File: config.mk
export PLATFORM = sky130hd
export DESIGN_NAME = attn_front_top
export DESIGN_NICKNAME = d
export VERILOG_FILES = /design/src/logic/attn_types_pkg.sv /design/src/logic/attn_bus_pkg.sv /design/src/logic/q_loader.sv /design/src/logic/q_sram.sv /design/src/logic/score_engine.sv /design/src/logic/attn_front_top.sv
export VERILOG_INCLUDE_DIRS = /design/src /design/src/logic
export SDC_FILE = /design/constraint.sdc
export NUM_CORES = 2
export LEC_CHECK = 0
export BUFFER_PORTS_ARGS = -buffer_cell sky130_fd_sc_hd__buf_2
export CAP_MARGIN = 20
export CORE_ASPECT_RATIO = 2
export CORE_MARGIN = 2
export CORE_UTILIZATION = 61
export DETAILED_ROUTE_END_ITERATION = 8
export GPL_TIMING_DRIVEN = 0
export PLACE_DENSITY = 0.85
export SETUP_SLACK_MARGIN = 0.02
export SLEW_MARGIN = 15
export SYNTH_ARGS = -nofsm -noshare
export SYNTH_HDL_FRONTEND = slang
export SYNTH_SLANG_ARGS = --single-unit
File: constraint.sdc
create_clock -name clock -period 7 [get_ports clock]
set_clock_uncertainty 0.1 [all_clocks]
set_input_delay 1.4 -clock clock [delete_from_list [all_inputs] [get_ports clock]]
set_output_delay 1.4 -clock clock [all_outputs]
set_load 0.05 [all_outputs]
File: src/logic/attn_macros.svh
// Geometry and bus width defines, pulled in by every package and module that sizes a vector
`ifndef ATTN_MACROS_SVH
`define ATTN_MACROS_SVH

// Processing elements, which is also the number of query rows held in one bank
`define NUM_PES 4

// Elements per vector, chosen so that one vector fills a single bus word
`define VEC_LEN 4

// Width of one signed vector element
`define ELEM_W 8

// Wishbone data width and word address width
`define WB_DW 32
`define WB_AW 4

`endif

File: src/logic/attn_types_pkg.sv
// Data types shared by the buffer, the score engine and the bus slave for vectors and scores
`include "attn_macros.svh"

package attn_types_pkg;

    // One signed query or key element
    typedef logic signed [`ELEM_W-1:0] q_elem_t;

    // A whole vector packed into one bus word
    // Element 0 sits in the low byte so that byte lanes map straight onto elements
    typedef q_elem_t [`VEC_LEN-1:0] q_vector_t;

    // Width of one dot product
    // A 16-bit product summed VEC_LEN times needs 18 bits, so 20 leaves headroom
    localparam int SCORE_W = 20;

    // Signed dot product of one query row against the key
    typedef logic signed [SCORE_W-1:0] score_t;

    // Signed product of two elements before accumulation
    typedef logic signed [2*`ELEM_W-1:0] q_prod_t;

endpackage

File: src/logic/attn_bus_pkg.sv
// Register map of the Wishbone slave and state encoding of the score engine FSM
`include "attn_macros.svh"

package attn_bus_pkg;

    // Word addresses seen by the host
    // Scores follow REG_SCORE0, one address per PE
    typedef enum logic [`WB_AW-1:0] {
        REG_Q_DATA = 4'd0,
        REG_K_VEC  = 4'd1,
        REG_STATUS = 4'd2,
        REG_SCORE0 = 4'd4
    } wb_reg_e;

    // Score engine FSM states
    typedef enum logic [1:0] {
        ENG_IDLE,
        ENG_ACCUM,
        ENG_STORE
    } eng_state_e;

endpackage

File: src/logic/q_loader.sv
// Wishbone classic slave that pushes query rows into the buffer, holds the key and reads scores
`timescale 1ns/1ns
`include "attn_macros.svh"

module q_loader (
    input  logic                      clock,
    input  logic                      reset,
    input  logic                      wb_cyc,
    input  logic                      wb_stb,
    input  logic                      wb_we,
    input  logic [`WB_AW-1:0]         wb_adr,
    input  logic [`WB_DW-1:0]         wb_dat_w,
    output logic [`WB_DW-1:0]         wb_dat_r,
    output logic                      wb_ack,
    input  logic                      sram_ready,
    input  attn_types_pkg::score_t    scores [`NUM_PES],
    input  logic [7:0]                batch_count,
    output logic                      write_enable,
    output attn_types_pkg::q_vector_t write_data,
    output attn_types_pkg::q_vector_t k_vector
);
    import attn_bus_pkg::*;

    // A new request is one not already being acknowledged this cycle
    logic req;
    logic q_write;
    logic k_write;
    logic ack_next;
    logic [`WB_DW-1:0] read_word;

    assign req     = wb_cyc && wb_stb && !wb_ack;
    assign q_write = req && wb_we && (wb_adr == REG_Q_DATA);
    assign k_write = req && wb_we && (wb_adr == REG_K_VEC);

    // Query pushes are the only back-pressure point
    // Such a write stalls, unacknowledged, until the fill bank has room
    assign ack_next = req && (!q_write || sram_ready);

    // Read mux for the host where unmapped and write-only addresses read zero
    always_comb begin
        read_word = '0;
        case (wb_adr)
            REG_K_VEC: read_word = k_vector;
            REG_STATUS: read_word = `WB_DW'({batch_count, 7'b0, sram_ready});
            default: begin
                for (int p = 0; p < `NUM_PES; p++) begin
                    // The size cast sign-extends the signed score to the bus width
                    if (wb_adr == REG_SCORE0 + `WB_AW'(p)) begin
                        read_word = `WB_DW'(scores[p]);
                    end
                end
            end
        endcase
    end

    always_ff @(posedge clock) begin
        if (reset) begin
            wb_ack       <= 1'b0;
            write_enable <= 1'b0;
            k_vector     <= '0;
        end else begin
            wb_ack <= ack_next;
            // The push and its ack leave in the same cycle
            // sram_ready cannot fall in between since no other write is in flight
            write_enable <= q_write && sram_ready;
            if (k_write) begin
                k_vector <= wb_dat_w;
            end
        end
    end

    // Write data and read data trail the bus by one cycle and go out with write_enable and wb_ack
    always_ff @(posedge clock) begin
        write_data <= wb_dat_w;
        wb_dat_r   <= read_word;
    end

    // Each access gets exactly one ack cycle, even when the master holds its request
    ack_single_cycle: assert property (
        @(posedge clock) disable iff (reset) wb_ack |=> !wb_ack
    );

endmodule

File: src/logic/q_sram.sv
// Two-bank query buffer where one bank fills from the bus while the other feeds the PEs
`timescale 1ns/1ns
`include "attn_macros.svh"

module q_sram #(
    parameter int NUM_ROWS = `NUM_PES
) (
    input  logic                      clock,
    input  logic                      reset,
    input  logic                      write_enable,
    input  attn_types_pkg::q_vector_t write_data,
    input  logic                      read_enable,
    output logic                      sram_ready,
    output logic                      read_data_valid,
    output attn_types_pkg::q_vector_t read_data [NUM_ROWS]
);
    import attn_types_pkg::*;

    // Both banks are indexed by bank number and then by row
    q_vector_t bank [2][NUM_ROWS];

    // A bank is full once all NUM_ROWS rows have been written
    logic full [2];

    // Bank taking new rows and bank presented to the engine
    logic fill_bank;
    logic read_bank;

    // Next row to write in the fill bank
    logic [$clog2(NUM_ROWS)-1:0] wr_idx;

    // Room for a row unless the fill bank is still waiting to be consumed
    assign sram_ready      = !full[fill_bank];
    assign read_data_valid = full[read_bank];

    // The read bank is shown as is, so rows only move when read_enable swaps banks
    always_comb begin
        for (int r = 0; r < NUM_ROWS; r++) begin
            read_data[r] = bank[read_bank][r];
        end
    end

    always_ff @(posedge clock) begin
        if (reset) begin
            full[0]   <= 1'b0;
            full[1]   <= 1'b0;
            fill_bank <= 1'b0;
            read_bank <= 1'b0;
            wr_idx    <= '0;
        end else begin
            if (write_enable) begin
                if (wr_idx == NUM_ROWS - 1) begin
                    // Last row closes the bank and filling moves to the other one
                    full[fill_bank] <= 1'b1;
                    fill_bank       <= !fill_bank;
                    wr_idx          <= '0;
                end else begin
                    wr_idx <= wr_idx + 1'b1;
                end
            end
            // A release always targets the other bank from any write in the same cycle
            if (read_enable) begin
                full[read_bank] <= 1'b0;
                read_bank       <= !read_bank;
            end
        end
    end

    // Row storage is wiped when the engine hands a bank back
    always_ff @(posedge clock) begin
        if (write_enable) begin
            bank[fill_bank][wr_idx] <= write_data;
        end
        if (read_enable) begin
            for (int r = 0; r < NUM_ROWS; r++) begin
                bank[read_bank][r] <= '0;
            end
        end
    end

    // The loader must only push when there is room
    write_needs_room: assert property (
        @(posedge clock) disable iff (reset) write_enable |-> sram_ready
    );

    // The engine must only release a bank that it was given
    read_needs_valid: assert property (
        @(posedge clock) disable iff (reset) read_enable |-> read_data_valid
    );

endmodule

File: src/logic/score_engine.sv
// Parallel dot-product engine that scores a full bank of query rows against the key
`timescale 1ns/1ns
`include "attn_macros.svh"

module score_engine #(
    parameter int NUM_PES = `NUM_PES
) (
    input  logic                      clock,
    input  logic                      reset,
    input  attn_types_pkg::q_vector_t q_rows [NUM_PES],
    input  logic                      rows_valid,
    input  attn_types_pkg::q_vector_t k_vector,
    output logic                      read_enable,
    output attn_types_pkg::score_t    scores [NUM_PES],
    output logic [7:0]                batch_count
);
    import attn_types_pkg::*;
    import attn_bus_pkg::*;

    eng_state_e state;

    // Index of the element multiplied this cycle as the engine steps across the vector
    logic [$clog2(`VEC_LEN)-1:0] idx;

    // Per-PE product of the current element pair and its running sum
    q_prod_t prod [NUM_PES];
    score_t  acc  [NUM_PES];

    always_comb begin
        for (int p = 0; p < NUM_PES; p++) begin
            prod[p] = q_rows[p][idx] * k_vector[idx];
        end
    end

    always_ff @(posedge clock) begin
        if (reset) begin
            state       <= ENG_IDLE;
            idx         <= '0;
            read_enable <= 1'b0;
            batch_count <= '0;
            for (int p = 0; p < NUM_PES; p++) begin
                scores[p] <= '0;
            end
        end else begin
            case (state)
                ENG_IDLE: begin
                    idx <= '0;
                    if (rows_valid) begin
                        state <= ENG_ACCUM;
                    end
                end
                ENG_ACCUM: begin
                    idx <= idx + 1'b1;
                    // On the last element the release is raised for the store cycle
                    if (idx == $bits(idx)'(`VEC_LEN - 1)) begin
                        state       <= ENG_STORE;
                        read_enable <= 1'b1;
                    end
                end
                ENG_STORE: begin
                    // All scores appear together with the new count
                    for (int p = 0; p < NUM_PES; p++) begin
                        scores[p] <= acc[p];
                    end
                    batch_count <= batch_count + 1'b1;
                    read_enable <= 1'b0;
                    state       <= ENG_IDLE;
                end
                default: state <= ENG_IDLE;
            endcase
        end
    end

    // Accumulators clear while idle and add one product per element while accumulating
    always_ff @(posedge clock) begin
        for (int p = 0; p < NUM_PES; p++) begin
            if (state == ENG_IDLE) begin
                acc[p] <= '0;
            end else if (state == ENG_ACCUM) begin
                acc[p] <= acc[p] + prod[p];
            end
        end
    end

    // The bank is handed back only in the store cycle
    release_in_store: assert property (
        @(posedge clock) disable iff (reset) read_enable |-> state == ENG_STORE
    );

endmodule

File: src/logic/attn_front_top.sv
// Top level of the query front end joining the bus slave, the query buffer and the score engine
`timescale 1ns/1ns
`include "attn_macros.svh"

module attn_front_top (
    input  logic              clock,
    input  logic              reset,
    input  logic              wb_cyc,
    input  logic              wb_stb,
    input  logic              wb_we,
    input  logic [`WB_AW-1:0] wb_adr,
    input  logic [`WB_DW-1:0] wb_dat_w,
    output logic [`WB_DW-1:0] wb_dat_r,
    output logic              wb_ack
);
    import attn_types_pkg::*;

    // Loader to buffer
    logic      sram_ready;
    logic      write_enable;
    q_vector_t write_data;

    // Buffer to engine
    logic      read_enable;
    logic      read_data_valid;
    q_vector_t read_data [`NUM_PES];

    // Engine back to the loader, and the key forward to the engine
    score_t     scores [`NUM_PES];
    logic [7:0] batch_count;
    q_vector_t  k_vector;

    q_loader u_loader (
        .clock(clock), .reset(reset),
        .wb_cyc(wb_cyc), .wb_stb(wb_stb), .wb_we(wb_we), .wb_adr(wb_adr),
        .wb_dat_w(wb_dat_w), .wb_dat_r(wb_dat_r), .wb_ack(wb_ack),
        .sram_ready(sram_ready), .scores(scores), .batch_count(batch_count),
        .write_enable(write_enable), .write_data(write_data), .k_vector(k_vector)
    );

    q_sram #(.NUM_ROWS(`NUM_PES)) u_sram (
        .clock(clock), .reset(reset),
        .write_enable(write_enable), .write_data(write_data), .read_enable(read_enable),
        .sram_ready(sram_ready), .read_data_valid(read_data_valid), .read_data(read_data)
    );

    score_engine #(.NUM_PES(`NUM_PES)) u_engine (
        .clock(clock), .reset(reset),
        .q_rows(read_data), .rows_valid(read_data_valid), .k_vector(k_vector),
        .read_enable(read_enable), .scores(scores), .batch_count(batch_count)
    );

endmodule

==> impl_metrics.env <==
export IMPL_outcome="finished, final reports clean"
export IMPL_area_occupied_by_registers_um2=11500
export IMPL_critPathMaxFanout=10
export IMPL_achievable_frequency_mhz=144
export IMPL_drt_first_iter_violations=2458
export IMPL_dpl_hpwl_mm=94.3
export IMPL_globalRouteMet2Util=0.699
export IMPL_drt_wirelength_per_cell_um=26.2
export IMPL_grtUsageMet1=0.380
export IMPL_pwr_share_clk=0.457
export IMPL_post_route_cells_drive_above_1_share=0.103
export IMPL_hp_class="flop to flop"
export IMPL_fin_crit_sh=0.991
export IMPL_top_library_cells_by_usage_in_the_layout_fill_and_taps_aside="724 x sky130_fd_sc_hd__nand2_1, 455 x sky130_fd_sc_hd__dfxtp_1, 364 x sky130_fd_sc_hd__a21oi_1"
export IMPL_critPathMaxStageDelay_ns=0.53
export IMPL_flow_area_growth_from_synthesis_pct=9.19
export IMPL_yosys_area_top_type_share=0.259
export IMPL_final_nets=4366
export IMPL_fin_total_pwr_uw=6140
export IMPL_postRouteWirelength_mm=120
export IMPL_most_frequent_cell_on_the_critical_path="sky130_fd_sc_hd__fa_1"
export IMPL_critPathBufInv=6
export IMPL_post_route_worst_hold_slack_ns=0.352
export IMPL_cts_inserted_buffers=47
export IMPL_synth_area_leader_cell="sky130_fd_sc_hd__dfxtp_1"
export IMPL_gr_total_overflow=0
export IMPL_core_rowCount=124
export IMPL_clock_sinks=535
export IMPL_cp_data_arrival_time_ns=7.15
export IMPL_critical_path_depth=22
export IMPL_worst_slew_pin_transition_ns=1.05
export IMPL_p_int_uw=4690
export IMPL_worstSkewPairLatency_ns=0.64
export IMPL_top_level_ports=74
export IMPL_instances_no_fill=4572
export IMPL_layout_cells_most_common="sky130_fd_sc_hd__nand2_1"
export IMPL_routed_via_density=6.09
export IMPL_synthesis_nets=4238
export IMPL_cpLargestDelayFamily="adder cells"
export IMPL_globalRoute_busiestLayer="met2"
export IMPL_combinationalPowerShare=0.031
export IMPL_final_core_utilization=0.673
export IMPL_synth_area_top_cells="sky130_fd_sc_hd__dfxtp_1 26%, sky130_fd_sc_hd__fa_1 20%, sky130_fd_sc_hd__nand2_1 7.7%, sky130_fd_sc_hd__ha_1 6.9%, sky130_fd_sc_hd__edfxtp_1 6.8%"
export IMPL_end_kind="flop"
export IMPL_floorplan_die_area_um2=59800
export IMPL_r2r_cells=22
export IMPL_synth_cell_type_count=65
export IMPL_cts_htree_levels=2
export IMPL_ir_drop_mv=0.249
export IMPL_postSynthRegisterBits=535
export IMPL_use_met3=0.0711
export IMPL_clk_root_buffer_cell="sky130_fd_sc_hd__clkbuf_16"
export IMPL_clkSlewWorstSetupHoldPaths_ns=0.07
export IMPL_setup_violations_final=0
export IMPL_drt_drc_violations_left=0
export IMPL_clk_path_buf_depth=3
export IMPL_grt_total_usage=0.404
export IMPL_critical_path_slowest_cell="sky130_fd_sc_hd__fa_1"
export IMPL_num_fill_cells=4664
export IMPL_timing_setup_critical_path_class="flop to flop"
export IMPL_finalMaxSlewViolations=0
export IMPL_synth_warnings=0
export IMPL_asyncSetResetFlopFracSynth=0
export IMPL_detail_route_antenna_nets=0
export IMPL_drv_cap=0
export IMPL_starting_utilization_of_the_core_area=0.617
export IMPL_antenna_violations_before_repair=2
export IMPL_post_syn_area_per_cell_um2=9.64
export IMPL_synth_area_um2=35200
export IMPL_switching_share=0.237
export IMPL_finalCriticalPeriod_ns=6.94
export IMPL_die_w_um=174
export IMPL_setup_repair_after_global_routing_missed_its_margin="yes"
export IMPL_hold_violations=0
export IMPL_finalWeightedCongestion=1.05
export IMPL_netSwitchingPower_uw=1450
export IMPL_first_pass_iters=6
export IMPL_slew_headroom=0.297
export IMPL_via_count=27861
export IMPL_sequentialPowerShare=0.511
export IMPL_dp_cells=4482
export IMPL_port_buffers=70
export IMPL_floorplan_core_area_um2=57100
export IMPL_multiInputGateArea_um2=21500
export IMPL_via_count_of_the_first_global_routing_pass=29074
export IMPL_power_leakage_uw=0.0170
export IMPL_critPathLaunchType="flop"
export IMPL_postSynth_topFlopCell="sky130_fd_sc_hd__dfxtp_1"
export IMPL_synth_seq_area_share=0.327
export IMPL_cts_tree="built"
export IMPL_synth_enable_flop_cells=80
export IMPL_postSynthCellCount=3651
export IMPL_largest_net_degree_at_the_start_of_global_routing=43
export IMPL_grt_pass1_wl_mm=175
export IMPL_worstPathRequired_ns=7.21
export IMPL_power_per_standard_cell_area_nw_per_um2=160
export IMPL_die_ht_um=344
export IMPL_worstHoldPathCells=2
export IMPL_cell_chain_critical_path="buf_6 -> buf_6 -> buf_6 -> mux2i_1 -> nand2_1 -> o21ai_2 -> buf_4 -> nor2_1 -> fa_1 -> fa_1 -> inv_1 -> fa_1 -> inv_1 -> fa_1 -> fa_1 -> ha_1 -> o21ai_0 -> o21bai_2 -> a21oi_1 -> o31ai_2 -> xnor2_1 -> nor2_1"
## flip-flops by register name, summed over array words and instances, names as in the netlist, 2 cells and up, named ones only
name                  flops
u_engine.state            2
u_engine.batch_count      8
u_loader.k_vector        32
u_loader.write_data      32
u_sram.full               2
u_loader.wb_dat_r        32
u_sram.wr_idx             2
u_sram.bank             256
u_engine.acc             80
u_engine.scores          80
u_engine.idx              2
## final cells by class
type,instances,area share
buffer,218,0.0264
timing repair buffer,79,0.0119
clock inverter,18,0.00531
multi-input combinational,2540,0.559
sequential,535,0.299
clock buffer,66,0.0378
tap,756,0.0246
inverter,358,0.0351
antenna,2,0.000130
## cell families (layout without fill, tap and decap cells)
logic type | Yosys count | count (layout) | share of synthesized area
AOI/OAI and AO/OA | 514 | 514 | 0.0828
xor gates and xnor gates | 84 | 84 | 0.0209
adders and majority gates | 546 | 546 | 0.269
buffers and inverters | 576 | 739 | 0.0660
DFF | 535 | 535 | 0.327
muxes | 212 | 212 | 0.0950
other | 0 | 2 | 0
and+or+nand+nor | 1184 | 1184 | 0.139
## cell usage after synthesis (8+ instances only)
cell type / count
sky130_fd_sc_hd__nand2_1: 724
sky130_fd_sc_hd__dfxtp_1: 455
sky130_fd_sc_hd__a21oi_1: 364
sky130_fd_sc_hd__inv_1: 357
sky130_fd_sc_hd__fa_1: 352
sky130_fd_sc_hd__nor2_1: 278
sky130_fd_sc_hd__ha_1: 194
sky130_fd_sc_hd__clkbuf_1: 164
sky130_fd_sc_hd__mux2i_1: 96
sky130_fd_sc_hd__edfxtp_1: 80
sky130_fd_sc_hd__mux4_2: 75
sky130_fd_sc_hd__xnor2_1: 57
sky130_fd_sc_hd__and2_1: 40
sky130_fd_sc_hd__nand2b_1: 39
sky130_fd_sc_hd__o21ai_0: 37
sky130_fd_sc_hd__buf_2: 32
sky130_fd_sc_hd__nor2b_1: 30
sky130_fd_sc_hd__xor2_1: 27
sky130_fd_sc_hd__a21o_1: 24
sky130_fd_sc_hd__and3_1: 17
sky130_fd_sc_hd__mux2_2: 15
sky130_fd_sc_hd__mux2i_4: 15
sky130_fd_sc_hd__or2_2: 15
sky130_fd_sc_hd__a211oi_1: 13
sky130_fd_sc_hd__nor3_1: 11
sky130_fd_sc_hd__a22oi_1: 10
sky130_fd_sc_hd__buf_4: 9
sky130_fd_sc_hd__nand3_1: 9
sky130_fd_sc_hd__o21bai_1: 9
sky130_fd_sc_hd__a222oi_1: 8
sky130_fd_sc_hd__mux2_4: 8
sky130_fd_sc_hd__nor2_2: 8
## power by group through the flow
stage                     Combinational, uW  Sequential (uW)  Clock (uW)
after global placement                  178             3210           0
after global routing                    193             3140        2900
after floorplan                        90.0             3210           0
final                                   191             3140        2810
after detailed placement                180             3210           0
after CTS                               181             3140        2810
## final timing paths
check | from | endpoint | slack [ns]
worst min-delay path | u_sram.bank[1][47] | u_sram.bank[1][47] | 0.35
worst max register to register | u_engine.idx[0] | u_engine.acc[2][19] | 0.06
worst min register to register | u_sram.bank[1][47] | u_sram.bank[1][47] | 0.35
worst max-delay path | u_engine.idx[0] | u_engine.acc[2][19] | 0.06
## worst register-to-register path, stage by stage (launching register included)
cell and delay, ns:
sky130_fd_sc_hd__dfxtp_1 0.35, sky130_fd_sc_hd__buf_6 0.17, sky130_fd_sc_hd__buf_6 0.26, sky130_fd_sc_hd__buf_6 0.23
sky130_fd_sc_hd__mux2i_1 0.40, sky130_fd_sc_hd__nand2_1 0.18, sky130_fd_sc_hd__o21ai_2 0.26, sky130_fd_sc_hd__buf_4 0.34
sky130_fd_sc_hd__nor2_1 0.10, sky130_fd_sc_hd__fa_1 0.45, sky130_fd_sc_hd__fa_1 0.50, sky130_fd_sc_hd__inv_1 0.06
sky130_fd_sc_hd__fa_1 0.53, sky130_fd_sc_hd__inv_1 0.05, sky130_fd_sc_hd__fa_1 0.39, sky130_fd_sc_hd__fa_1 0.50
sky130_fd_sc_hd__ha_1 0.35, sky130_fd_sc_hd__o21ai_0 0.15, sky130_fd_sc_hd__o21bai_2 0.37, sky130_fd_sc_hd__a21oi_1 0.26
sky130_fd_sc_hd__o31ai_2 0.41, sky130_fd_sc_hd__xnor2_1 0.16, sky130_fd_sc_hd__nor2_1 0.05
## repair_timing
action / 4_1_cts / 5_1_grt
pin swaps: 1 / 0
hold buffers: 0 / 0
setup buffers: 1 / 3
cloned: 0 / 0
setup endpoints to repair: 16 / 25
resized for setup: 15 / 32
## per-stage QoR
step	area, um2	TNS [ns]	worst slack [ns]
after floorplan	35200	0	0.562
after global placement	36500	-15.06	-0.839
after detailed placement	36600	-1.15	-0.324
after CTS	38300	-0.0264	-0.0160
after global routing	38400	-0.0895	-0.0895
final	38400	0	0.0605
## layer usage
metal	up-vias	share of wire	wire [um]
li1	12050	-	-
met1	13578	0.30	35400
met2	1543	0.49	58300
met3	688	0.071	8440
met4	2	0.15	17400
met5	-	0.00011	13
Power figures use the tool's default switching activity.
